**src/audio_pkg.sv**
```systemverilog
package audio_pkg;

  // ----------------------------------------
  // word widths
  // ----------------------------------------
  localparam int SAMPLE_W  = 16;  // pcm sample from the codec
  localparam int COEF_W    = 16;  // tap weight
  localparam int COEF_FRAC = 15;  // q1.15 weights
  localparam int ACC_W     = 40;  // 16 taps without wrap

  // ----------------------------------------
  // data types
  // ----------------------------------------
  typedef logic signed [SAMPLE_W-1:0] sample_t;  // one audio word
  typedef logic signed [COEF_W-1:0]   coef_t;    // one tap weight

  // clamp limits of the sample range
  localparam sample_t SAMPLE_MAX = 16'sh7FFF;  // most positive
  localparam sample_t SAMPLE_MIN = 16'sh8000;  // most negative

  // ----------------------------------------
  // reset values of the coefficient bank
  // ----------------------------------------
  localparam coef_t COEF_UNITY = 16'sh7FFF;  // tap 0, near 1.0 in q1.15
  localparam coef_t COEF_ZERO  = 16'sh0000;  // all other taps

endpackage

```
**src/fir_coef_regs.sv**
```systemverilog
`timescale 1ns/10ps

module fir_coef_regs #(
  parameter int NUM_TAPS = 8
) (
  input  logic                           clk_50M,
  input  logic                           rst_n,
  input  logic                           coef_wr,    // single-cycle strobe
  input  logic [$clog2(NUM_TAPS)-1:0]    coef_addr,  // tap index
  input  audio_pkg::coef_t               coef_wdata,
  output audio_pkg::coef_t [NUM_TAPS-1:0] coef_bus   // all taps flattened
);

  import audio_pkg::*;

  coef_t [NUM_TAPS-1:0] coef_q;  // tap registers

  // ----------------------------------------
  // tap bank
  // ----------------------------------------
  always_ff @(posedge clk_50M or negedge rst_n)
  begin
    if (!rst_n)
    begin
      for (int k = 0; k < NUM_TAPS; k++)
      begin
        coef_q[k] <= (k == 0) ? COEF_UNITY : COEF_ZERO;  // pass-through
      end
    end
    else if (coef_wr)
    begin
      coef_q[coef_addr] <= coef_wdata;  // live next cycle
    end
  end

  assign coef_bus = coef_q;

endmodule

```
**config.mk**
```make
export PLATFORM = sky130hd
export DESIGN_NAME = fir_coef_regs
export DESIGN_NICKNAME = d
export VERILOG_FILES = /design/src/audio_pkg.sv /design/src/fir_coef_regs.sv
export SDC_FILE = /design/constraint.sdc
export NUM_CORES = 1
export LEC_CHECK = 0
export BUFFER_PORTS_ARGS = -buffer_cell sky130_fd_sc_hd__buf_2
export CAP_MARGIN = 40
export CORE_ASPECT_RATIO = 0.7
export CORE_MARGIN = 4
export CORE_UTILIZATION = 47
export DETAILED_ROUTE_END_ITERATION = 10
export HOLD_SLACK_MARGIN = 0.05
export PLACE_DENSITY = 0.79
export SETUP_SLACK_MARGIN = 0.1
export SLEW_MARGIN = 20
export SYNTH_ARGS = -nofsm -noshare
export SYNTH_HDL_FRONTEND = slang
export SYNTH_SLANG_ARGS = --single-unit
```
**constraint.sdc**
```tcl
create_clock -name clk_50M -period 1.2 [get_ports clk_50M]
set_input_delay 0.18 -clock clk_50M [delete_from_list [all_inputs] [get_ports clk_50M]]
set_output_delay 0.18 -clock clk_50M [all_outputs]
set_load 0.005 [all_outputs]
```
# ---- Yosys cells after proc, flatten, opt, wreduce, memory -nomap -nowiden
# Cells that the tools add are included.
dict set report totals {
  regBits 128
  latch_bits 0
  mem_bits_rw 0
  mem_bits_ro 0
  inputBits 22
  output_inout_bits 128
  word_cells 14
  mem_count 0
}
dict set report op_classes {
  addsub 0
  multipliers 0
  div_mod_pow 0
  magnitude_cmp 2
  eq_ne 0
  shift 0
  muxes 3
  bitwise 0
  n_reduce_logical 1
}
# operator n
set ops {}
lappend ops {{$bwmux 128} 1}
lappend ops {{$demux 16 s3} 1}
lappend ops {{$mux 16} 1}
lappend ops {{$lt 3x4->1 const B} 1}
lappend ops {{$ge 3x1->1 const B} 1}
lappend ops {{$logic_and 1x1->1} 1}

# ---- Logic depth before layout (Yosys ltp)
dict set report logic_depth {
  word_depth 5
  mapped_depth 5
  ltp_nobuf 2
}

# ---- Worst setup path after synthesis
# OpenSTA, ideal clock, no wires.
dict set report synth_path {
  path_type {input to register}
  start {input coef_addr[1]}
  end {register coef_q, in the netlist coef_bus[64]}
  setup_time_ps 125
  arrival_ps 1232
  t_required_ps 1075
  path_slack_ps -157
  stages 5
  n_path_buf 3
  path_cell_list {buf_4 nor4bb_1 buf_2 buf_6 mux2_2}
}
dict set report synth_via {
  elab_chain_len 5
  word_cells_on_any_way 6
  classes_between {order compare: 2; mux: 3; reduce/logical: 1}
}
# item line
set synth_rtl {}
lappend synth_rtl {{start: declaration} fir_coef_regs.sv:9} ;# input logic [$clog2(NUM_TAPS)-1:0] coef_addr,
lappend synth_rtl {{$lt 3x4->1 (not written as such) or $ge 3x1->1 (tied branches)} fir_coef_regs.sv:32} ;# coef_q[coef_addr] <= coef_wdata;
lappend synth_rtl {{$logic_and 1x1->1 (not written as such)} fir_coef_regs.sv:32}
lappend synth_rtl {{$mux 16 (not written as such)} fir_coef_regs.sv:32}
lappend synth_rtl {{$demux 16 s3 (*)} fir_coef_regs.sv:32}
lappend synth_rtl {{$bwmux 128 (*)} fir_coef_regs.sv:32}
lappend synth_rtl {{end signal: indexed assignment} fir_coef_regs.sv:27} ;# coef_q[k] <= (k == 0) ? COEF_UNITY : COEF_ZERO;
lappend synth_rtl {{end signal: indexed assignment} fir_coef_regs.sv:32}
lappend synth_rtl {{end: declaration} fir_coef_regs.sv:16} ;# coef_t [NUM_TAPS-1:0] coef_q;
# Every way passes the cells marked *; elsewhere a longest branch is shown, timed or not.
# A chain may end at the register's enable or synchronous reset.

# ---- Final worst setup path
dict set report layout_path {
  start {register coef_q, in the netlist coef_bus[7]}
  end {output coef_bus[7] (netlist name)}
}
# item line
set layout_rtl {}
lappend layout_rtl {{end: declaration} fir_coef_regs.sv:11} ;# output audio_pkg::coef_t [NUM_TAPS-1:0] coef_bus
# No word-level cell between the ends.

==> run_results.csv <==
group,metric,value,unit
status,status,"finished with violations",
status,violations,"negative setup slack",
sta,slew_viol_final,0,
setup_path,end_kind,"output pin",
sta,timing.fmax,810,MHz
synthesis,synth_cells,279,
floorplanning,core_area,9950,um^2
power_and_ir_drop,irDropWorstVdd,0.00156,V
placement,gp_congestion,0.764,
sta,setup_violations,15,
sta,relSlewSlack,80.3,%
final_layout,layout.nets,538,
synthesis,ys_seq_area_share,65.3,%
route,routedLengthMet1,5.32,mm
cts,worstSkewPairLatency,0.40,ns
synthesis,synth_area_leaders,"dfrtp_1, mux2_2, dfstp_2",
min_path,holdPathEnd,"coef_bus[47]",
setup_path,required,1.02,ns
cts,numCtsBuffers,17,
route,vias,3379,
setup_path,slowest_stage,"dfstp_2",
setup_path,cpLargestDelayFamily,"flip-flops",
placement,place_ws,-0.272,ns
grt,grt_antenna_before_repair,0,
power_and_ir_drop,power.leakage,0.00360,uW
sta,fin_crit_sh,103,%
setup_path,cp.arrival,1.05,ns
cts,h-tree-depth,4,
placement,io_buffers,149,
route,wl_met2,6.83,mm
floorplanning,pin_count,150,
grt,gr-total-overflow,0,
route,met3WireLength,919,um
setup_path,critical_path.cell_chain,"buf_6",
setup_path,cp_max_fo,2,
route,drc,0,
synthesis,netlist_area,4930,um^2
synthesis,ys_ff_latch,128,
synthesis,yosys.cell_types.count,13,
grt,grt_pass1_vias,3659,
synthesis,synth_top_area_share,57.3,%
sta,period_needed,1.23,ns
cts,root_buffer,"clkbuf_16",
setup_path,regToRegEndpoint,"coef_bus[73]",
sta,hold_violations,0,
floorplanning,die-area,12200,um^2
synthesis,yosysTopAreaCell,"dfrtp_1",
route,first_pass_iters,4,
final_layout,antenna-diode-count,0,
cts,cts_tree,"built",
route,avgRoutedWirePerCell,20.4,um
setup_path,crit_path_start_kind,"register",
final_layout,largest_reg_flops,128,
setup_path,slowest_delay,0.55,ns
final_layout,final_cell_mix,"buf_2, dfrtp_1, mux2_2",
final_layout,synthToLayoutAreaGrowth,47.8,%
job,max_cap_viol_count,0,
setup_path,r2r_start,"coef_bus[73]",
synthesis,synth.net_count,301,
setup_path,critPathBufInv,1,
sta,skew,0,ns
cts,clk_pin_slew,0.06,ns
floorplanning,start_util,49.6,%
floorplanning,placementRows,30,
grt,grt_use_total,22.5,%
route,drt_iter0_drc,138,
cts,cts_sinks,128,
power_and_ir_drop,power_density,2000,nW/um^2
synthesis,yosys_warnings,0,
cts,clockBufferDepth,2,
setup_path,startpoint,"coef_bus[7]",
final_layout,layout_commonest_cell,"buf_2",
sta,setup_slack,-0.0346,ns
placement,dp_hpwl,8.77,mm
route,drt_wl_total,13.4,mm
setup_path,r2r_setup_slack,0.16,ns
route,ant_nets,0,
power_and_ir_drop,power.total,14600,uW
grt,grt_start_max_net_pins,40,
grt,grt_pass1_wl,20.4,mm
min_path,hold_path_startpoint,"coef_wdata[15]",
sta,rsz0062_at_grt,"true",
setup_path,worstSetupPathType,"reg2out",
min_path,holdPathStages,2,
sta,worst_slew_pin_slew,0.296,ns
route,maxUsedRoutingLayer,"met4",
setup_path,reg2reg_depth,3,
floorplanning,chipWidth,130,um
route,via_per_inst,5.14,
min_path,hold_class,"in2reg",
final_layout,drive_gt1_share,78.4,%
synthesis,synth_area_per_cell,17.7,um^2
floorplanning,die_h,93.7,um
per-stage QoR:
stage	TNS [ns]	utilization, %	std cells	hold slack (ns)	instance area (um^2)
5_1_grt	-0.896	73.3	657	0.111	7290
6_report	-0.290	73.3	657	0.109	7290
3_5_place_dp	-20.88	61.8	567	0.0791	6150
3_3_place_gp	-17.04	61.8	567	0.0751	6150
2_1_floorplan	-5.29	-	279	-0.116	5080
4_1_cts	-0.562	71.2	638	0.0902	7080
report_power, final:
group	switching, uW	total [uW]	leakage, uW	internal (uW)
logic	1200	3380	0.00179	2180
registers	566	5920	0.00151	5360
clock network	1920	5300	0.000303	3380
total	3680	14600	0.00360	10900
layer usage:
| metal | global-route usage [%] | vias to the layer above |
|---|---|---|
| met4 | 9.42 | 0 |
| met1 | 27.4 | 1747 |
| li1 | - | 1476 |
| met5 | 0 | - |
| met3 | 7.61 | 25 |
| met2 | 36.9 | 131 |
worst max path at each step:
stage	end	slack [ns]	cells past startpoint
floorplan	coef_bus[10]	-0.15	4
global placement	coef_bus[64]	-0.22	4
detailed placement	coef_bus[73]	-0.27	4
CTS	coef_bus[14]	-0.05	1
global route	coef_bus[12]	-0.08	1
finish	coef_bus[7]	-0.03	1
kinds of logic after synthesis:
group	synth area share (%)
multiplexers	30.0
flip-flops	65.3
buffers and inverters	2.41
AND/OR/NAND/NOR	2.31
synthesized netlist by cell type:
cell type	number
buf_2	8
mux2_2	118
nand4b_2	3
nand4_2	1
and4bb_2	1
buf_8	1
dfrtp_1	113
buf_6	5
nor4b_4	1
buf_4	1
nor4bb_1	2
mux2_4	10
dfstp_2	15
cell type report:
class	instances	area, um^2
clock inverters	13	161
repair buffers	233	1580
well taps	128	160
multi-input cells	136	1710
flip-flops and latches	128	3220
clock buffers	19	453
fillers	634	2660
what timing repair did:
item	4_1_cts	5_1_grt
setup buffers	38	19
hold buffers	1	0
endpoints found under the setup margin	116	128
resized for setup	3	11
endpoints found under the hold margin	115	0
(Power assumes the default switching activity.)
