[config.mk]
export PLATFORM = sky130hd
export DESIGN_NAME = sample_fifo
export DESIGN_NICKNAME = d
export VERILOG_FILES = /design/src/audio_pkg.sv /design/src/sample_fifo.sv
export SDC_FILE = /design/constraint.sdc
export NUM_CORES = 1
export LEC_CHECK = 0
export BUFFER_PORTS_ARGS = -buffer_cell sky130_fd_sc_hd__clkbuf_2
export CAP_MARGIN = 25
export CORE_ASPECT_RATIO = 2
export CORE_UTILIZATION = 45
export CTS_BUF_LIST = sky130_fd_sc_hd__clkbuf_4 sky130_fd_sc_hd__clkbuf_8
export DETAILED_ROUTE_END_ITERATION = 8
export MAX_ROUTING_LAYER = met4
export PLACE_DENSITY_LB_ADDON = 0.15
export SYNTH_ARGS = -nofsm -noshare
export SYNTH_HDL_FRONTEND = slang
export SYNTH_SLANG_ARGS = --single-unit
[constraint.sdc]
create_clock -name clk_50M -period 4.5 [get_ports clk_50M]
set_input_delay 0.45 -clock clk_50M [delete_from_list [all_inputs] [get_ports clk_50M]]
set_output_delay 0.45 -clock clk_50M [all_outputs]
set_load 0.1 [all_outputs]
[src/audio_pkg.sv]
package audio_pkg;

  // ----------------------------------------
  // word widths
  // ----------------------------------------
  localparam int SAMPLE_W  = 16;  // pcm sample from the codec
  localparam int COEF_W    = 16;  // tap weight
  localparam int COEF_FRAC = 15;  // q1.15 weights
  localparam int ACC_W     = 40;  // 16 taps without wrap

  // ----------------------------------------
  // data types
  // ----------------------------------------
  typedef logic signed [SAMPLE_W-1:0] sample_t;  // one audio word
  typedef logic signed [COEF_W-1:0]   coef_t;    // one tap weight

  // clamp limits of the sample range
  localparam sample_t SAMPLE_MAX = 16'sh7FFF;  // most positive
  localparam sample_t SAMPLE_MIN = 16'sh8000;  // most negative

  // ----------------------------------------
  // reset values of the coefficient bank
  // ----------------------------------------
  localparam coef_t COEF_UNITY = 16'sh7FFF;  // tap 0, near 1.0 in q1.15
  localparam coef_t COEF_ZERO  = 16'sh0000;  // all other taps

endpackage

[src/sample_fifo.sv]
`timescale 1ns/10ps

module sample_fifo #(
  parameter int DEPTH = 16
) (
  input  logic              clk_50M,
  input  logic              rst_n,
  input  logic              clear,    // sync flush
  input  logic              wr,
  input  audio_pkg::sample_t wr_data,
  input  logic              rd,       // pop head
  output audio_pkg::sample_t rd_data,
  output logic              full,
  output logic              empty
);

  import audio_pkg::*;

  localparam int PTR_W = (DEPTH > 1) ? $clog2(DEPTH) : 1;
  localparam int CNT_W = $clog2(DEPTH + 1);

  sample_t          mem [DEPTH];  // storage array
  logic [PTR_W-1:0] wr_ptr;
  logic [PTR_W-1:0] rd_ptr;
  logic [CNT_W-1:0] count;        // words held
  logic             wr_ok;
  logic             rd_ok;

  assign wr_ok = wr && !full && !clear;   // drop write when full
  assign rd_ok = rd && !empty && !clear;  // drop read when empty

  assign full    = (count == CNT_W'(DEPTH));
  assign empty   = (count == '0);
  assign rd_data = mem[rd_ptr];           // fall-through head

  // ----------------------------------------
  // pointers and occupancy
  // ----------------------------------------
  always_ff @(posedge clk_50M or negedge rst_n)
  begin
    if (!rst_n)
    begin
      wr_ptr <= '0;
      rd_ptr <= '0;
      count  <= '0;
    end
    else if (clear)
    begin
      wr_ptr <= '0;                       // flush
      rd_ptr <= '0;
      count  <= '0;
    end
    else
    begin
      if (wr_ok)
      begin
        wr_ptr <= (wr_ptr == PTR_W'(DEPTH - 1)) ? '0 : wr_ptr + 1'b1;  // wrap at depth
      end
      if (rd_ok)
      begin
        rd_ptr <= (rd_ptr == PTR_W'(DEPTH - 1)) ? '0 : rd_ptr + 1'b1;
      end
      case ({wr_ok, rd_ok})
        2'b10:   count <= count + 1'b1;   // push only
        2'b01:   count <= count - 1'b1;   // pop only
        default: count <= count;          // both or none
      endcase
    end
  end

  // storage write
  always_ff @(posedge clk_50M)
  begin
    if (wr_ok)
    begin
      mem[wr_ptr] <= wr_data;
    end
  end

endmodule

==> Word level (Yosys, flattened, before mapping) <==
Memories as Yosys holds them, arrays and structs flattened.
Index checks and enable logic that the tools add are counted.
{ "totals": {"ff_bits": 13, "ram_bits": 256, "input_bits": 21, "out_inout_bits": 18, "word_cells": 34, "memories": 1} }
{ "classes": {"add_sub_neg": 4, "n_eq_ne": 5, "mux": 10, "reduce_logical": 11} }
{ "memory_table": {"columns": ["name", "depth", "word_bits", "read_ports", "rd_ports_with_merged_regs", "write_ports", "line", "source"], "rows": [
  ["mem", 16, 16, 1, 0, 1, "sample_fifo.sv:22", "sample_t mem [DEPTH];"]
]} }
{ "ops": {"columns": ["op", "n"], "rows": [
  ["$mux 4", 6],
  ["$pmux 5 s2", 1],
  ["$add 4x1->4 const B", 2],
  ["$eq 4x4->1 const B", 2],
  ["$add 5x1->5 const B", 1],
  ["$eq 5x5->1 const B", 1],
  ["$logic_not 5->1", 1],
  ["$mux 5", 1],
  ["$sub 5x1->5 const B", 1],
  ["$logic_and 1x1->1", 4],
  ["$reduce_bool 2->1", 2],
  ["$logic_not 1->1", 3],
  ["$reduce_bool 3->1", 1],
  ["$eq 2x1->1 const B", 1],
  ["$eq 2x2->1 const B", 1],
  ["$mux 1", 2]
]} }

==> Depth between registers and ports, before layout <==
Gate-level depths: netlist (run 1).
{ "depth": {"depth_word": 7, "ltp_mapped": 11, "ltp_nobuf": 10} }

==> Worst setup path after synthesis (run 1) <==
Ideal clock, no wire load.
{ "synth_timing": {"kind": "register to register", "start": "register count[4]", "end": "memory mem[3][0] in the netlist's numbering, enable pin", "setup_ns": 0.409, "t_arrival_ns": 2.422, "t_required_ns": 4.091, "path_slack_ns": 1.669, "stages_incl_launch_ff": 6, "path_buffers": 1, "synth_period_minus_slack_ns": 2.831, "path_cell_list": "dfrtp_1 clkbuf_1 a21boi_1 nor2b_1 nand2_1 nor3_1"} }
{ "synth_between": {"elab_chain_len": 6} }
{ "synth_rtl": {"columns": ["element", "line", "source"], "rows": [
  ["from (decl)", "sample_fifo.sv:25", "logic [CNT_W-1:0] count;"],
  ["from (signal assigned)", "sample_fifo.sv:64", "2'b10: count <= count + 1'b1;"],
  ["from (signal assigned)", "sample_fifo.sv:65", "2'b01: count <= count - 1'b1;"],
  ["from (signal assigned)", "sample_fifo.sv:66", "default: count <= count;"],
  ["$eq 5x5->1", "sample_fifo.sv:32", "assign full = (count == CNT_W'(DEPTH));"],
  ["$logic_not 1->1", "sample_fifo.sv:29", "assign wr_ok = wr && !full && !clear;"],
  ["$logic_and 1x1->1 (2 in a row)", "sample_fifo.sv:29", null],
  ["$mux 1", "sample_fifo.sv:74", "if (wr_ok)"],
  ["$mux 1 (not written as such)", "sample_fifo.sv:76", "mem[wr_ptr] <= wr_data;"],
  ["to (decl)", "sample_fifo.sv:22", null]
]} }
Every way passes these cells.

==> Final worst setup path (run 1) <==
{ "layout_timing": {"start": "register rd_ptr[2]", "end": "output port rd_data[4]"} }
{ "layout_between": {"elab_chain_len": 1} }
{ "layout_rtl": {"columns": ["element", "line", "source"], "rows": [
  ["from (decl)", "sample_fifo.sv:24", "logic [PTR_W-1:0] rd_ptr;"],
  ["from (signal assigned)", "sample_fifo.sv:61", "rd_ptr <= (rd_ptr == PTR_W'(DEPTH - 1)) ? '0 : rd_ptr + 1'b1;"],
  ["$mem_v2 16x16", null, null],
  ["to (decl)", "sample_fifo.sv:12", "output audio_pkg::sample_t rd_data,"]
]} }
Every way passes these cells.

==> results.md, run 1 <==
- Flops & latches, synth: 269
- Worst skew pair latency: 0.52 ns
- Drt total wl: 24.3 mm
- FP Rows: 79
- Area growth syn-to-layout: 14.7%
- Worst Tran Pin Value: 0.988 ns
- Pwr dens: 504 nW/um2
- Hold slack final: 0.334 ns
- Comb pwr share: 21.3%
- DRT Pass-1 Iters: 6
- Yosys warnings: 0
- Critical path's slowest cell: dfrtp_1
- Die ar.: 24600 um2
- DIE WIDTH: 111 um
- Antenna violations before repair: 1
- LEAKAGE: 4.05 nW
- Switching power share of the total: 29.6%
- Post-synth cell types: 39
- CP bufs+invs: 1
- Slew HR: 33.9%
- Worst path cell trace: nand2_1 -> o21ai_0 -> a21oi_1 -> a22oi_1 -> nand2_1 -> clkbuf_2
- Placed wire-length estimate: 15.2 mm
- Period utilization: 85.9%
- CP Class: flip-flop to output pin
- Critical path capture point type: output pin
- Root buffer cell: clkbuf_8
- Final Hold Vio Count: 0
- Die Height: 221 um
- Ports: 39
- Mean area per synthesized cell: 17.9 um2
- DRC: 5
- Register area share after synthesis: 74.4%
- Share of layout cells above drive strength 1: 27.0%
- Reg-to-reg slack, setup: 1.23 ns
- Peak Freq: 0.259 GHz
- Post-synth ARST share: 4.83%
- Post-synth EDFFs: 256
- Seq pwr share: 46.0%
- Post-DRT Antenna Nets: 0
- GRT Total Usage: 21.3%
- Int Pwr: 4.38 mW
- Max Slew Vio Count: 0
- Sw Pwr: 1.84 mW
- WP data required: 4.05 ns
- Max incr delay on CP: 0.98 ns
- Minimum clock period: 3.87 ns
- Mapped Nets: 630
- Crit Path Max Fanout: 22
- Most used cell, CP: nand2_1
- TritonCTS clock tree: built
- Hold Crit Class: input pin to flip-flop
- Fin Setup TNS: 0 ns
- Finish-stage setup viols: 0
- Clk network pwr share: 32.7%
- Clk sinks: 269
- RePlAce Congestion: 0.766
- Peak supply drop: 0.588 mV
- Failing checks: design-rule violations
- Clk pin slew, worst setup/hold paths: 0.07 ns
- Wire per inst: 24.9 um
- Syn Inst Count: 600
- Initial Util: 46.2%
- H-Tree Depth: 2
- Final #Nets: 697
- GR Overflow Total: 0
- Total CTS buffers: 37
- Crit path arrival time: 3.42 ns
- Port bufs: 38
- Crit start category: flip-flop
- Synth Flop Type: edfxtp_1
- Max-cap violations: 0
- Largest net degree at the start of global routing: 42
- Finished Layout Cells: 976
- RSZ-0062 raised after global routing: no
- Drt initial violations: 376
- Outcome: complete, but fails checks
- Core Area: 23300 um2
- Worst Skew: 0.0137 ns
- First-pass GRT wire length: 36.5 mm
- Cells after DPL: 908
- Largest delay share family, worst path: flip-flops
- Cell Area, Synth: 10800 um2
- Vias in the first global route: 5948
- Clock Path Buffers: 3
- Post-CTS Setup Inserts: 0
- DR vias: 5620
- Vias per cell: 5.76
[flip-flops by register name, summed over array words and instances (netlist names)]
signal,cells
count,5
rd_ptr,4
wr_ptr,4
mem,256
[Yosys cell counts (all sizes together), types with 2 or more instances]
cell / count / share of area [%]
nand2b: 3 / 0.17
mux2i: 50 / 4.6
ha: 8 / 0.93
mux2: 21 / 2.2
a31oi: 2 / 0.12
buf: 17 / 0.83
mux4: 32 / 6.7
xor2: 3 / 0.24
nor3: 5 / 0.23
o21ai: 34 / 1.6
nor2b: 3 / 0.17
edfxtp: 256 / 71
nor2: 30 / 1.1
a21boi: 2 / 0.14
nand2: 28 / 0.98
a21o: 3 / 0.21
and2: 2 / 0.12
a21oi: 23 / 1.1
a221oi: 16 / 1.3
clkbuf: 15 / 0.52
a22oi: 17 / 1.2
inv: 6 / 0.21
dfrtp: 13 / 3.0
or3: 2 / 0.12
[routing by layer]
| metal | global-route usage [%] | vias up | wire length [um] |
|---|---|---|---|
| met5 | - | - | 0 |
| met4 | 8.51 | 0 | 763 |
| met3 | 2.99 | 50 | 959 |
| met2 | 37.9 | 131 | 13300 |
| met1 | 24.1 | 2898 | 9220 |
| li1 | - | 2541 | - |
[worst register-to-register path, delay by kind of cell (launching register included)]
kind	cells	cell delay, ns
adders and majority gates	1	0.42
AOI/OAI and AO/OA	4	0.89
muxes	1	0.25
DFF	1	0.43
and+or+nand+nor	3	1.20
[kinds of logic after synthesis]
logic type / synth area share, %
buffers and inverters: 1.56
AOI/OAI and AO/OA: 5.92
adders and majority gates: 1.12
xor gates and xnor gates: 0.325
muxes: 13.5
DFF: 74.4
and+or+nand+nor: 3.13
[cells in the final DEF, fill, tap and decap left out, types with 4 or more instances in the layout]
master	synthesis	routed
edfxtp_1	256	256
a221oi_1	16	16
buf_4	3	11
clkinv_1	0	6
buf_16	0	4
clkinv_2	0	5
o21ai_0	33	33
nor2_2	1	13
mux2_1	4	4
nor2_1	29	17
ha_1	8	8
mux4_2	32	32
nand2_1	28	28
inv_1	6	6
clkbuf_8	0	40
clkbuf_4	0	6
dfrtp_1	13	12
a21oi_1	23	23
mux2_2	17	17
a22oi_1	17	17
clkbuf_2	0	38
mux2i_1	50	50
bufinv_16	0	5
[what timing repair did]
item                      4_1_cts  5_1_grt
hold buffers                    1        0
hold endpoints to repair       13        0
resized for setup               0        0
[final timing paths]
| check | from | endpoint | cells past startpoint |
|---|---|---|---|
| hold / removal | wr_data[3] | mem[4][3] | 1 |
| max in group asynchronous | rst_n | rd_ptr[0] | 2 |
| setup / recovery | rd_ptr[2] | rd_data[4] | 6 |
| min in group asynchronous | rst_n | count[3] | 2 |
| hold reg to reg | count[3] | count[3] | 1 |
| setup reg to reg | count[0] | count[4] | 9 |
[metrics by stage]
step	utilization (%)	cell area (um2)	total power, mW	worst slack (ns)
2_1_floorplan	-	10800	3.98	1.67
3_3_place_gp	48.7	11400	4.24	1.22
3_5_place_dp	49.3	11500	4.26	1.17
4_1_cts	52.8	12300	6.28	0.592
5_1_grt	52.9	12400	6.45	0.464
6_report	52.9	12400	6.22	0.635
[layout make-up]
cell class                      count  area (um2)
Fill cell                        1836       11000
Sequential cell                   269        8020
Multi-Input combinational cell    293        2660
Clock buffer                       46         596
Timing Repair Buffer               60         489
Tap cell                          283         354
Clock inverter                     18         213
Inverter                            6        22.5
Antenna cell                        1        2.50
[power groups by stage]
| stage | clock (mW) | sequential (mW) | combinational (mW) |
|---|---|---|---|
| 2_1_floorplan | 0 | 2.86 | 1.11 |
| 3_3_place_gp | 0 | 2.92 | 1.32 |
| 3_5_place_dp | 0 | 2.92 | 1.34 |
| 4_1_cts | 2.08 | 2.87 | 1.34 |
| 5_1_grt | 2.17 | 2.87 | 1.40 |
| 6_report | 2.04 | 2.86 | 1.32 |
Note: power is estimated with default switching activity, not from simulation.
==> run 2: changes to the inputs <==
==> constraint.sdc (replaced) <==
create_clock -name clk_50M -period 3.1 [get_ports clk_50M]
set_input_delay 0.31 -clock clk_50M [delete_from_list [all_inputs] [get_ports clk_50M]]
set_output_delay 0.31 -clock clk_50M [all_outputs]
set_load 0.1 [all_outputs]
==> results.md, run 2 (synthesized netlist as in run 1, its figures left out) <==
- Crit start category: flip-flop (unchanged)
- Worst Tran Pin Value: 0.635 ns (was 0.988 ns)
- Hold Crit Class: input pin to flip-flop (unchanged)
- Final Hold Vio Count: 0 (unchanged)
- Peak supply drop: 0.532 mV (was 0.588 mV)
- Regs by FF count: mem x256, count x5 (unchanged)
- Root buffer cell: clkbuf_8 (unchanged)
- GR Overflow Total: 0 (unchanged)
- Critical path's slowest cell: mux4_2 (was dfrtp_1)
- Pwr dens: 740 nW/um2 (was 504 nW/um2)
- Clk sinks: 269 (unchanged)
- Core Area: 23300 um2 (unchanged)
- Peak Freq: 0.334 GHz
- Clk pin slew, worst setup/hold paths: 0.06 ns (was 0.07 ns)
- Area growth syn-to-layout: 17.2% (was 14.7%)
- Share of layout cells above drive strength 1: 29.5% (was 27.0%)
- Die Height: 221 um (unchanged)
- ANT cells: 0 (was 1)
- Fill cell count: 1886 (was 1836)
- Ports: 39 (unchanged)
- WP data required: 2.79 ns (was 4.05 ns)
- Max Slew Vio Count: 0 (unchanged)
- RSZ-0062 raised after global routing: yes (was no)
- Post-DRT Antenna Nets: 0 (unchanged)
- Initial Util: 46.2% (unchanged)
- DRC: 4 (was 5)
- Post-route cell area: 12600 um2 (was 12400 um2)
- Area occupied by multi-input gates: 2640 um2 (was 2660 um2)
- Crit Path Max Fanout: 29 (was 22)
- Vias per cell: 5.72 (was 5.76)
- DR vias: 5688 (was 5620)
- Largest net degree at the start of global routing: 36 (was 42)
- Port bufs: 38 (unchanged)
- DRT Pass-1 Iters: 9 (was 6)
- Pre-CTS setup slack: 0.157 ns (was 1.17 ns)
- Drt total wl: 24.2 mm (was 24.3 mm)
- CP Class: flip-flop to output pin (unchanged)
- Worst skew pair latency: 0.55 ns (was 0.52 ns)
- H-Tree Depth: 2 (unchanged)
- Max incr delay on CP: 0.55 ns (was 0.98 ns)
- Max-cap violations: 0 (unchanged)
- Most used cell, CP: buf_12 (was nand2_1)
- Leading cell type in the layout, fill and taps excluded: edfxtp_1 (unchanged)
- Register area: 8020 um2 (about the same)
- Fin Setup TNS: 0 ns (unchanged)
- Largest register FFs: 256 (unchanged)
- FP Rows: 79 (unchanged)
- Biggest register: mem (unchanged)
- Crit path arrival time: 2.68 ns (was 3.42 ns)
- Clock Path Buffers: 3 (unchanged)
- Placed wire-length estimate: 16.0 mm (was 15.2 mm)
- Finish-stage setup viols: 0 (unchanged)
- Vias in the first global route: 6143 (was 5948)
- Outcome: complete, but fails checks (unchanged)
- LEAKAGE: 4.19 nW (was 4.05 nW)
- Minimum clock period: 2.99 ns
- Setup ws final: 0.108 ns (was 0.635 ns)
- RePlAce Congestion: 0.836 (was 0.766)
- DIE WIDTH: 111 um (unchanged)
- Failing checks: design-rule violations (unchanged)
- Wire per inst: 24.3 um (was 24.9 um)
- Total CTS buffers: 39 (was 37)
- Final #Nets: 713 (was 697)
- Most frequent cells in the layout: 256 x edfxtp_1, 50 x mux2i_1, 40 x clkbuf_8, 33 x o21ai_0, 32 x mux4_2 (was 256 x edfxtp_1, 50 x mux2i_1, 40 x clkbuf_8, 38 x clkbuf_2, 33 x o21ai_0)
- Post-DP Area: 11800 um2 (was 11500 um2)
- Worst path cell trace: buf_12 -> buf_4 -> mux4_2 -> a22oi_1 -> nand2_1 -> buf_12 (was nand2_1 -> o21ai_0 -> a21oi_1 -> a22oi_1 -> nand2_1 -> clkbuf_2)
- Drt initial violations: 432 (was 376)
- Antenna violations before repair: 0 (was 1)
- Critical path capture point type: output pin (unchanged)
- Period utilization: 96.5%
- Die ar.: 24600 um2 (unchanged)
- First-pass GRT wire length: 36.9 mm (was 36.5 mm)
- Worst Skew: 0.0149 ns (was 0.0137 ns)
- TritonCTS clock tree: built (unchanged)
- GRT Total Usage: 21.3% (about the same)
- Slew HR: 57.6% (was 33.9%)
- Post-CTS Setup Inserts: 0 (unchanged)
-- run 2: layout make-up --
type                       count  share of cell area, %
clock buffer                  50                   4.96
clock inverter                19                   1.41
inverter                       6                  0.178
multi-input combinational    293                   20.9
sequential                   269                   63.5
tap                          283                   2.81
timing repair buffer          74                   6.18
-- run 2: final timing paths --
kind                               end  slack, ns       from  cells past startpoint
min reg2reg                   count[3]       0.57   count[3]                      1
min in group asynchronous     count[4]       0.21      rst_n                      2
min                           count[4]       0.16      clear                      2
max reg2reg                   count[4]       0.16   count[1]                      9
max in group asynchronous    rd_ptr[0]       2.58      rst_n                      2
max                        rd_data[15]       0.11  rd_ptr[0]                      6
-- run 2: stage by stage --
| stage | hold WS [ns] | power, mW | utilization [%] | cells |
|---|---|---|---|---|
| after floorplan | 0.0144 | 5.77 | - | 600 |
| after global placement | 0.228 | 6.50 | 50.3 | 921 |
| after detailed placement | 0.244 | 6.54 | 50.6 | 924 |
| after CTS | 0.154 | 9.45 | 54.1 | 994 |
| after global routing | 0.200 | 9.68 | 54.1 | 994 |
| final | 0.161 | 9.34 | 54.1 | 994 |
-- run 2: metal layers --
metal | GRT usage [%] | part of all wire (%) | vias up
met3 | 2.66 | 4.0 | 47
li1 | - | - | 2569
met2 | 40.4 | 57 | 149
met1 | 22.0 | 35 | 2923
met4 | 9.10 | 3.4 | 0
met5 | - | 0 | -
-- run 2: what timing repair did --
action | 4_1_cts | 5_1_grt
gates resized for setup | 1 | 3
setup endpoints to repair | 10 | 7
hold endpoints to repair | 13 | 0
hold buffers | 1 | 0
-- run 2: critical path, delay by kind of cell, from the launching register on --
family / cells / cell delay (ns)
simple gates: 1 / 0.14
compound gates: 1 / 0.21
flops: 1 / 0.54
buf+inv: 3 / 0.69
mux: 1 / 0.55
-- run 2: report_power, final --
| group | internal (mW) | switching (mW) |
|---|---|---|
| clock | 1.59 | 1.33 |
| combinational | 0.895 | 1.41 |
| sequential | 4.05 | 0.0712 |
| total | 6.53 | 2.81 |
