--- src/burst_read_ctrl.sv ---
`timescale 1ns/10ps

module burst_read_ctrl #(
  parameter int CLK_DIV = 10
) (
  input  logic clk_50M,
  input  logic rst_n,
  input  logic enable,      // low holds everything idle
  input  logic fifo_full,
  input  logic fifo_empty,
  output logic pop          // one read per pace strobe
);

  localparam int CNT_W = (CLK_DIV > 1) ? $clog2(CLK_DIV) : 1;

  logic [CNT_W-1:0] pace_cnt;  // sample-rate divider
  logic             pace_stb;  // one pulse per CLK_DIV cycles
  logic             burst;     // fill-then-drain read window

  // ----------------------------------------
  // sample pace
  // ----------------------------------------
  always_ff @(posedge clk_50M or negedge rst_n)
  begin
    if (!rst_n)
    begin
      pace_cnt <= '0;
      pace_stb <= 1'b0;
    end
    else if (!enable)
    begin
      pace_cnt <= '0;                      // restart on enable
      pace_stb <= 1'b0;
    end
    else if (pace_cnt == CNT_W'(CLK_DIV - 1))
    begin
      pace_cnt <= '0;
      pace_stb <= 1'b1;                    // terminal count
    end
    else
    begin
      pace_cnt <= pace_cnt + 1'b1;
      pace_stb <= 1'b0;
    end
  end

  // burst window, opened by full and closed by empty
  always_ff @(posedge clk_50M or negedge rst_n)
  begin
    if (!rst_n)
      burst <= 1'b0;
    else if (!enable)
      burst <= 1'b0;
    else if (fifo_full)
      burst <= 1'b1;                       // buffer ready
    else if (fifo_empty)
      burst <= 1'b0;                       // drained
  end

  assign pop = burst && pace_stb && !fifo_empty;  // one word per strobe

endmodule

--- config.mk ---
export PLATFORM = sky130hd
export DESIGN_NAME = burst_read_ctrl
export DESIGN_NICKNAME = d
export VERILOG_FILES = /design/src/burst_read_ctrl.sv
export SDC_FILE = /design/constraint.sdc
export NUM_CORES = 1
export LEC_CHECK = 0
export BUFFER_PORTS_ARGS = -buffer_cell sky130_fd_sc_hd__buf_2
export CAP_MARGIN = 20
export CORE_AREA = 4 4 41 43
export CTS_BUF_LIST = sky130_fd_sc_hd__clkbuf_4
export CTS_CLUSTER_DIAMETER = 40
export DETAILED_ROUTE_END_ITERATION = 6
export DIE_AREA = 0 0 45 47
export PLACE_DENSITY_LB_ADDON = 0.2
export REMOVE_ABC_BUFFERS = 1
export SLEW_MARGIN = 20
export SYNTH_ARGS = -nofsm -noshare
export SYNTH_HDL_FRONTEND = slang
export SYNTH_SLANG_ARGS = --single-unit
export TNS_END_PERCENT = 1
--- constraint.sdc ---
create_clock -name clk_50M -period 1.6 [get_ports clk_50M]
set_clock_uncertainty 0.1 [all_clocks]
set_input_delay 0.48 -clock clk_50M [delete_from_list [all_inputs] [get_ports clk_50M]]
set_output_delay 0.48 -clock clk_50M [all_outputs]
set_load 0.005 [all_outputs]
# Word level (Yosys, flattened, before mapping)
# Index checks and enable logic that the tools add are counted.
# totals
reg_bits	6
inputBits	5
word_cells	16
output_inout_bits	1
# op_classes
muxes	7
addsub	1
n_reduce_logical	3
eq_ne	2
# op_table
operator	count
4-bit 2-to-1 mux	2
1-bit 2-to-1 mux	5
4-bit by 1-bit adder with 4-bit output (second input constant)	1
4-bit == test (second input constant)	1
3-bit by 1-bit != test with 1-bit output (second input constant)	1
1-bit logical AND	2
1-bit logical NOT	1

# Longest topological paths before layout
# Gate-level depths: netlist (run 1).
# depth
ltp_word	3
mapped_depth	5
depth_no_buf	5

# Worst setup path before layout (run 1)
# Ideal clock, no wire load.
# synth_timing
path_type	input to output
startpoint	input fifo_empty
endpoint	output pop
stages	2
setup_slack_ns	0.289
path_buffers	0
t_arrival_ns	0.731
t_required_ns	1.020
path_cell_list	nor2b_1 -> and2_1
# synth_between
elab_chain_cells	2
# synth_rtl
item	line	source
start, declared	10	input logic fifo_empty,
1-bit logical NOT	60	assign pop = burst && pace_stb && !fifo_empty;
1-bit logical AND	60	
end, declared	11	output logic pop
# Every way passes these cells.

# Worst setup path after layout (run 1)
# layout_timing
startpoint	register burst
endpoint	output pop
# layout_between
elab_chain_cells	2
# layout_rtl
item	line	source
start, declared	18	logic burst;
start signal, assigned	51	burst <= 1'b0;
start signal, assigned	53	burst <= 1'b0;
start signal, assigned	55	burst <= 1'b1;
1-bit logical AND (2 in series)	60	
# Every way passes these cells.

==> results of run 1 <==
==> critical path, delay by kind of cell (launching register included) <==
family	cells	cell delay, ns
flip-flops	1	0.36
AND/OR/NAND/NOR	2	0.26
buffers and inverters	1	0.12
==> per-layer routing <==
metal  global-route usage  share of wire  vias to the layer above
li1                     -              -                      107
met1              0.07159           0.47                       92
met2              0.08192           0.42                        6
met3              0.02682           0.10                        0
met4              0.05263              0                        0
met5                    0              0                        -
==> cell usage after synthesis <==
cell and n:
a21oi_1 1, and2_1 1, and3_4 1, dfrtp_1 6, ha_1 2, inv_1 1, mux2i_1 1, nand2_1 2
nor2_1 2, nor2b_1 2, nor3b_1 3, o21a_1 1, o21ai_0 1, o31a_1 1
==> stage by stage <==
stage | hold slack (ns) | util
after global routing | 0.3696 | 0.2875
after floorplan | 0.08441 | -
final | 0.3749 | 0.2875
after global placement | 0.2101 | 0.2510
after detailed placement | 0.2133 | 0.2510
after CTS | 0.3653 | 0.2760
==> power by group through the flow <==
stage | combinational (mW) | clock, mW | sequential, mW
CTS | 0.0301 | 0.141 | 0.167
global route | 0.0389 | 0.151 | 0.169
floorplan | 0.0161 | 0 | 0.167
detailed placement | 0.0279 | 0 | 0.169
global placement | 0.0270 | 0 | 0.168
finish | 0.0329 | 0.133 | 0.167
==> worst paths after layout <==
| path | from | end | depth (start not counted) | slack (ns) |
|---|---|---|---|---|
| setup / recovery | burst | pop | 3 | 0.05 |
| hold / removal | fifo_full | burst | 2 | 0.37 |
| setup reg to reg | pace_cnt[1] | pace_cnt[1] | 5 | 0.37 |
| hold reg to reg | pace_cnt[0] | pace_cnt[0] | 1 | 0.40 |
| max in group asynchronous | rst_n | pace_cnt[0] | 2 | 0.76 |
| min in group asynchronous | rst_n | pace_cnt[1] | 2 | 0.50 |
==> kinds of logic after synthesis <==
group	Yosys count	synth area share
adders and majority gates	2	0.08848
AOI/OAI and AO/OA	4	0.09290
muxes	1	0.03540
buffers and inverters	1	0.01326
and+or+nand+nor	11	0.2390
DFF	6	0.5310
==> area by class of cell <==
cell class	instances	area [um^2]
tap	15	18.77
inverter	1	3.754
multi-input combinational	18	136.4
sequential	6	150.1
fill	150	927.1
timing repair buffer	7	42.54
clock buffer	3	22.52
==> state kept, by name, summed over array words and instances, names as in the netlist <==
register,flops
pace_cnt,4
pace_stb,1
burst,1
==> what timing repair did <==
action,CTS,global route
hold buffers,1,0
endpoints found under the setup margin,0,1
buffers inserted,0,1
endpoints found under the hold margin,6,0
resized for setup,0,2
==> metrics.cfg, run 1 <==
[worst_setup_path]
cp_slowest_stage_delay_ns = 0.36
cp-end-kind = primary output
worstPathArrival_ns = 0.97
critPathKind = reg -> out
crit_path_max_fanout = 2
crit_slowest_cell = dfrtp_1
worstSetupStartpointType = flop
crit_chain = nor2b_4 > and2_1 > buf_2
critical_path_required_ns = 1.02

[yosys]
synthCells = 25
synth_top_area_share = 0.5310
ys_warn_count = 0
syn_area_um2 = 282.8
yosys.area.top_type = dfrtp_1
yosys-top-cells-area = dfrtp_1, ha_1, nor3b_1
ys_seq_elements = 6
synth_cell_types = 14
syn_area_per_cell_um2 = 11.31
yosysSeqAreaShare = 0.5310

[sta]
timing.final.crit_share = 0.9704
slew_violations = 0
grt_setup_unrepaired = false
finalSetupViolations = 0
slew_headroom = 0.8400
period_minus_slack_ns = 1.553
setup_slack_ns = 0.04737
worst_pin_slew_ns = 0.2375
tns_ns = 0
hold_viol = 0
fmax_ghz = 0.6441

[placed_design]
portBuffers = 5
place.gp.congestion = 0.6747
dp.cells = 45
hpwl_um = 410.6
pre_cts_slack_ns = 0.06461
place_area_um2 = 326.6

[route]
drt-total-wl_um = 527
first_iter_violations = 4
vias = 205
drt-wirelength-per-cell_um = 10.54
drt.antenna.violating_nets = 0
viasPerCell = 4.100
remaining_drc_errors = 0
firstDrtPassIters = 2

[die]
die_area_um2 = 2115
pin_count = 6
design.core.area_um2 = 1301
rows = 13
start_util = 0.2173
fp.dieH_um = 47
die_x_um = 45

[cells_and_area]
final_common_cell = dfrtp_1
fin_cells = 50
n_antenna_cell = 0
final_nets = 44
layout-drive-gt1-share = 0.3143
layout_common_cells = dfrtp_1, buf_2, nor3b_1, clkbuf_4
syn2layout_area_growth_pct = 32.30
stdcell_area_um2 = 374.1

[clock_tree]
cts.clk_slew.worst_paths_ns = 0.04
clk_path_buf_depth = 2
worstSkewPairLatency_ns = 0.24
cts_root_buffer = clkbuf_4
cts_made_buffers = 3
cts_tree = done
cts_max_level = 1
cts_sinks = 6

[global_routing]
track_usage = 0.06037
grt_pass1_vias = 219
grt_pass1_wl_um = 883
antenna_found_initial = 0
grt_max_degree = 8
overflow = 0

[run_status]
outcome = complete, no violations

[power]
p_seq_frac = 0.502
internal_power_mw = 0.2618
power.switching_mw = 0.07165
combinationalPowerShare = 0.099
clock_power_share = 0.400
ir_drop_mv = 0.2302
p_sw_frac = 0.2149
cellPowerDensity_nw_per_um2 = 891.4
total_power_mw = 0.3335
p_leak_nw = 0.1734

[hold_path]
hold_path_class = in -> reg

[run]
drv_cap = 0

Power figures use the tool's default switching activity.
==> run 2: changes to the inputs <==
--- a/config.mk
+++ b/config.mk
@@ -5,6 +5,7 @@
 export SDC_FILE = /design/constraint.sdc
 export NUM_CORES = 1
 export LEC_CHECK = 0
+export ABC_AREA = 1
 export BUFFER_PORTS_ARGS = -buffer_cell sky130_fd_sc_hd__buf_2
 export CAP_MARGIN = 20
 export CORE_AREA = 4 4 41 43
==> run 2 against run 1 <==
Design area decreased by 6.4%; global-route usage increased by 0.33 points; non-clock buffer count shrank 1; sequential power hardly changed; combinational power fell by 16%; worst setup slack improved by 0.13 ns; utilization shrank 1.8 points; cell count is 8.0% higher; synthesized area down 3.1%; clock power increased by 5%; critical path type unchanged; largest cell class unchanged; highest routed layer is now met4.
==> metrics.cfg, run 2 <==
[clock_tree]
cts.clk_slew.worst_paths_ns = 0.05  ; about the same
cts_sinks = 6  ; unchanged
cts_max_level = 1  ; unchanged
worstSkewPairLatency_ns = 0.25  ; about the same
cts_root_buffer = clkbuf_4
cts_tree = done
cts_setup_buffers = 0  ; unchanged
clk_path_buf_depth = 2  ; unchanged
cts_made_buffers = 3  ; unchanged

[placed_design]
place.gp.congestion = 0.6616  ; -1.9%
portBuffers = 5  ; unchanged
hpwl_um = 379.5  ; -7.6%

[worst_setup_path]
worstPathArrival_ns = 0.84  ; -0.13 ns
reg2reg_depth = 3  ; -2
r2r_setup_slack_ns = 0.55  ; +0.18 ns
cp-end-kind = primary output
critPathKind = reg -> out
crit_path_max_fanout = 2  ; unchanged
critical_path_required_ns = 1.02  ; about the same
worstSetupStartpointType = flop

[sta]
slew_violations = 0  ; unchanged
fmax_ghz = 0.7047  ; +9.4%
timing.final.crit_share = 0.8870  ; -0.08343
tns_ns = 0  ; unchanged
hold_viol = 0  ; unchanged
period_minus_slack_ns = 1.419  ; -0.1335 ns
hold_ws_ns = 0.3734  ; -0.001491 ns
grt_setup_unrepaired = false
finalSetupViolations = 0  ; unchanged
slew_headroom = 0.8998  ; +0.05977
worst_pin_slew_ns = 0.1503  ; -0.08714 ns

[route]
viasPerCell = 3.981  ; -2.9%
vias = 215  ; +4.9%
drt.antenna.violating_nets = 0  ; unchanged
first_iter_violations = 3  ; -1
firstDrtPassIters = 2  ; unchanged
drt-wirelength-per-cell_um = 8.796  ; -17%
drt-total-wl_um = 475  ; -9.9%
remaining_drc_errors = 0  ; unchanged

[yosys]
synthArstFlopShare = 1.000  ; unchanged
synthCells = 30  ; +20%
yosys.area.top_type = dfrtp_1
synth_edf_count = 0  ; unchanged
yosys-top-cells-area = dfrtp_1, nor2_1, ha_1
yosysMostFrequentCell = nor2_1
syn_area_um2 = 274.0  ; -3.1%
synth_top_flop_cell = dfrtp_1
syn_area_per_cell_um2 = 9.134  ; -19%
ys_seq_elements = 6  ; unchanged
synth_top_area_share = 0.5479  ; +0.01697
yosysSeqAreaShare = 0.5479  ; +0.01697
ys_warn_count = 0  ; unchanged
synth_cell_types = 10  ; -4
synth_commonest_cells = nor2_1, dfrtp_1, inv_1

[global_routing]
grt_pass1_wl_um = 800  ; -9.4%
grt_max_degree = 7  ; -1
grt_pass1_vias = 213  ; -2.7%
overflow = 0  ; unchanged
track_usage = 0.06364  ; +0.003278
antenna_found_initial = 0  ; unchanged

[die]
die_area_um2 = 2115  ; unchanged
start_util = 0.2106  ; -0.006730
pin_count = 6  ; unchanged
die_x_um = 45  ; unchanged
fp.dieH_um = 47  ; unchanged
rows = 13  ; unchanged
design.core.area_um2 = 1301  ; unchanged

[hold_path]
hold_path_class = in -> reg
hold_depth = 3  ; +1

[run]
drv_cap = 0  ; unchanged

[cells_and_area]
syn2layout_area_growth_pct = 27.85
layout_common_cells = nor2_1, dfrtp_1, buf_2, inv_1
largest_register_ff_count = 4  ; unchanged
reg_top3 = pace_cnt: 4 flops, burst: 1 flops, pace_stb: 1 flops
layout-drive-gt1-share = 0.2821  ; -0.03223
regMostFlops = pace_cnt
final_common_cell = nor2_1
final_nets = 48  ; +9.1%
n_antenna_cell = 0  ; unchanged

[run_status]
outcome = complete, no violations

[power]
cellPowerDensity_nw_per_um2 = 955.4  ; +7.2%
p_leak_nw = 0.1828  ; +5.4%
ir_drop_mv = 0.4432  ; +93%

run 2: cell types whose count changed after synthesis, moves of 2 or more:
cell and delta:
nand2_2 +2, nor3b_1 -3, inv_1 +3, nor2_1 +7, nor2b_1 -2
run 2: worst paths after layout:
check | startpoint | to
setup / recovery | burst | pop
hold / removal | fifo_full | burst
setup reg to reg | pace_cnt[0] | pace_cnt[2]
hold reg to reg | pace_cnt[0] | pace_cnt[0]
max in group asynchronous | rst_n | pace_cnt[1]
min in group asynchronous | rst_n | pace_stb
run 2: layout make-up:
type / instances / area [um^2]
Multi-Input combinational cell: 20 / 108.9
Clock buffer: 3 / 22.52
Tap cell: 15 / 18.77
Timing Repair Buffer: 6 / 35.03
Inverter: 4 / 15.01
Fill cell: 155 / 950.9
Sequential cell: 6 / 150.1
run 2: per-stage QoR:
step / util / instances / power [mW] / worst slack [ns] / area (um^2)
2_1_floorplan: - / 30 / 0.1841 / 0.4336 / 274.0
3_3_place_gp: 0.2442 / 50 / 0.1956 / 0.2470 / 317.8
3_5_place_dp: 0.2442 / 50 / 0.1965 / 0.2299 / 317.8
4_1_cts: 0.2692 / 54 / 0.3446 / 0.1624 / 350.3
5_1_grt: 0.2692 / 54 / 0.3556 / 0.1358 / 350.3
6_report: 0.2692 / 54 / 0.3347 / 0.1809 / 350.3
run 2: worst max-delay path: stages, from the launching register on:
cell,delay [ns]
dfrtp_1,0.37
nand2_1,0.07
nor2_1,0.04
buf_2,0.11
run 2: metal layers:
metal,share of wire,GRT usage,vias up
li1,-,-,108
met1,0.36,0.04640,94
met2,0.44,0.09322,8
met3,0.14,0.05747,5
met4,0.048,0.07018,0
met5,0,0,-
run 2: timing repair:
| item | 4_1_cts | 5_1_grt |
|---|---|---|
| gates resized for setup | 0 | 0 |
| hold buffers | 1 | 0 |
| endpoints found under the hold margin | 6 | 0 |
run 2: logic make-up (layout without fill, tap and decap cells):
kind of cell               after synthesis  after routing  share of synthesized area
buffers and inverters                    4             13                    0.05478
adders and majority gates                2              2                    0.09131
and+or+nand+nor                         17             17                     0.2740
DFF                                      6              6                     0.5479
xor gates and xnor gates                 1              1                    0.03197
run 2: power breakdown:
group | switching [mW] | internal, mW | leakage [nW]
Combinational | 0.0142 | 0.0133 | 0.0890
Sequential | 0.00734 | 0.160 | 0.0800
Clock | 0.0549 | 0.0849 | 0.0138
==> run 3: changes to the inputs <==
--- a/config.mk
+++ b/config.mk
@@ -6,7 +6,7 @@
 export NUM_CORES = 1
 export LEC_CHECK = 0
 export ABC_AREA = 1
-export BUFFER_PORTS_ARGS = -buffer_cell sky130_fd_sc_hd__buf_2
+export BUFFER_PORTS_ARGS = -buffer_cell sky130_fd_sc_hd__clkbuf_2
 export CAP_MARGIN = 20
 export CORE_AREA = 4 4 41 43
 export CTS_BUF_LIST = sky130_fd_sc_hd__clkbuf_4
==> run 3 against run 2 <==
Cell count stayed put; sequential power hardly changed; via count unchanged; clock power fell by 4%; count of clock-buffer cells in the layout is the same.
==> metrics.cfg, run 3 (same netlist as run 2, synthesis figures left out) <==
[run_status]
outcome = complete, no violations

[worst_setup_path]
worstSetupStartpointType = flop
cp.depth = 3  ; unchanged
critPathKind = reg -> out
critical_path_required_ns = 1.02  ; about the same
path_delay_family = flip-flops
setup.worst_path.end = pop
cp_slowest_stage_delay_ns = 0.34  ; -0.03 ns
r2r-start = pace_cnt[0]
reg2reg_depth = 3  ; unchanged
cp-startpoint = burst
cp-end-kind = primary output
worst-path-buf-inv = 1  ; unchanged
crit_chain = nand2_1 > nor2_1 > clkbuf_2
r2r_setup_slack_ns = 0.54  ; about the same
crit_path_max_fanout = 2  ; unchanged
worstPathArrival_ns = 0.83  ; about the same
reg2reg_to = pace_cnt[2]
crit_slowest_cell = dfrtp_1

[die]
pin_count = 6  ; unchanged
fp.dieH_um = 47  ; unchanged
die_area_um2 = 2115  ; unchanged
design.core.area_um2 = 1301  ; unchanged
die_x_um = 45  ; unchanged
rows = 13  ; unchanged
start_util = 0.2106  ; unchanged

[route]
drt.antenna.violating_nets = 0  ; unchanged
vias = 215  ; unchanged
remaining_drc_errors = 0  ; unchanged
viasPerCell = 3.981  ; unchanged
drt-wirelength-per-cell_um = 8.074  ; -8.2%
firstDrtPassIters = 2  ; unchanged
first_iter_violations = 1  ; -2
drt-total-wl_um = 436  ; -8.2%

[sta]
finalSetupViolations = 0  ; unchanged
grt_setup_unrepaired = false
hold_viol = 0  ; unchanged
worst_pin_slew_ns = 0.1621  ; +0.01180 ns
slew_violations = 0  ; unchanged
slew_headroom = 0.8919  ; -0.007865
timing.final.crit_share = 0.8782  ; -0.008720
fmax_ghz = 0.7117  ; +0.99%
tns_ns = 0  ; unchanged
period_minus_slack_ns = 1.405  ; -0.01395 ns

[cells_and_area]
layout_common_cells = nor2_1, dfrtp_1, clkbuf_2, inv_1
utilization = 0.2692  ; unchanged
reg_top3 = pace_cnt: 4 flops, burst: 1 flops, pace_stb: 1 flops
layout-drive-gt1-share = 0.2821  ; unchanged
final_nets = 48  ; unchanged
regMostFlops = pace_cnt
n_antenna_cell = 0  ; unchanged
fin_cells = 54  ; unchanged
final_common_cell = nor2_1
largest_register_ff_count = 4  ; unchanged
syn2layout_area_growth_pct = 27.85  ; unchanged

[hold_path]
hold_path_class = in -> reg

[global_routing]
track_usage = 0.05817  ; -0.005476
grt_pass1_vias = 220  ; +3.3%
antenna_found_initial = 0  ; unchanged
grt_max_degree = 7  ; unchanged
overflow = 0  ; unchanged
grt_pass1_wl_um = 765  ; -4.4%

[power]
clock_power_share = 0.408  ; -0.010
internal_power_mw = 0.2579  ; -0.12%
p_seq_frac = 0.509  ; +0.009
power.switching_mw = 0.07194  ; -6.0%
combinationalPowerShare = 0.083  ; about the same
cellPowerDensity_nw_per_um2 = 941.5  ; -1.5%
p_sw_frac = 0.2181  ; -0.01043
p_leak_nw = 0.1827  ; about the same
ir_drop_mv = 0.3276  ; -26%

[clock_tree]
cts_max_level = 1  ; unchanged
cts_made_buffers = 3  ; unchanged
cts.clk_slew.worst_paths_ns = 0.04  ; about the same
cts_setup_buffers = 0  ; unchanged
clk_path_buf_depth = 2  ; unchanged
cts_sinks = 6  ; unchanged
cts_root_buffer = clkbuf_4
cts_tree = done
worstSkewPairLatency_ns = 0.24  ; about the same

[placed_design]
place.gp.congestion = 0.6935  ; +4.8%
hpwl_um = 373.4  ; -1.6%
dp.cells = 50  ; unchanged
portBuffers = 5  ; unchanged

[run]
drv_cap = 0  ; unchanged

[run 3: cell count changes in the layout (fill, tap and decap cells not counted)]
cell	change
buf_2	-5
clkbuf_2	+5
[run 3: layout make-up]
type	count	area, um^2
Inverter	4	15.01
Timing Repair Buffer	6	35.03
Sequential cell	6	150.1
Tap cell	15	18.77
Multi-Input combinational cell	20	108.9
Clock buffer	3	22.52
Fill cell	151	950.9
[run 3: power groups by stage]
stage / sequential, mW / clock, mW / combinational [mW]
global route: 0.170 / 0.154 / 0.0327
detailed placement: 0.170 / 0 / 0.0264
floorplan: 0.168 / 0 / 0.0157
global placement: 0.170 / 0 / 0.0257
finish: 0.168 / 0.134 / 0.0274
CTS: 0.168 / 0.143 / 0.0284
[run 3: repair_timing]
item,CTS,global route
endpoints found under the hold margin,6,0
gates resized for setup,0,0
hold buffers,1,0
[run 3: worst min-delay path, stage by stage]
cell and delay [ns]:
clkbuf_2 0.08, nor2_1 0.04, nor2_1 0.07
[run 3: worst min path at each step]
stage               cells after the start       from           to  slack (ns)
finish                                  3  fifo_full        burst        0.37
global placement                        1      rst_n  pace_cnt[2]        0.22
global route                            3  fifo_full        burst        0.36
detailed placement                      1      rst_n  pace_cnt[3]        0.22
floorplan                               0      rst_n        burst        0.08
CTS                                     3  fifo_full        burst        0.36
[run 3: routing by layer]
layer	part of all wire	track usage	wire length, um	up-vias
li1	-	-	-	109
met5	0	0	0	-
met1	0.40	0.05128	173	99
met3	0.11	0.05747	47	0
met4	0	0.05263	0	0
met2	0.49	0.07627	215	7
[run 3: through the flow]
stage	power [mW]	hold slack [ns]	worst slack (ns)	area, um^2
after global routing	0.3565	0.3636	0.1363	350.3
after floorplan	0.1841	0.08441	0.4336	274.0
after CTS	0.3398	0.3596	0.1772	350.3
after detailed placement	0.1969	0.2163	0.2405	317.8
final	0.3298	0.3671	0.1948	350.3
after global placement	0.1954	0.2153	0.2543	317.8
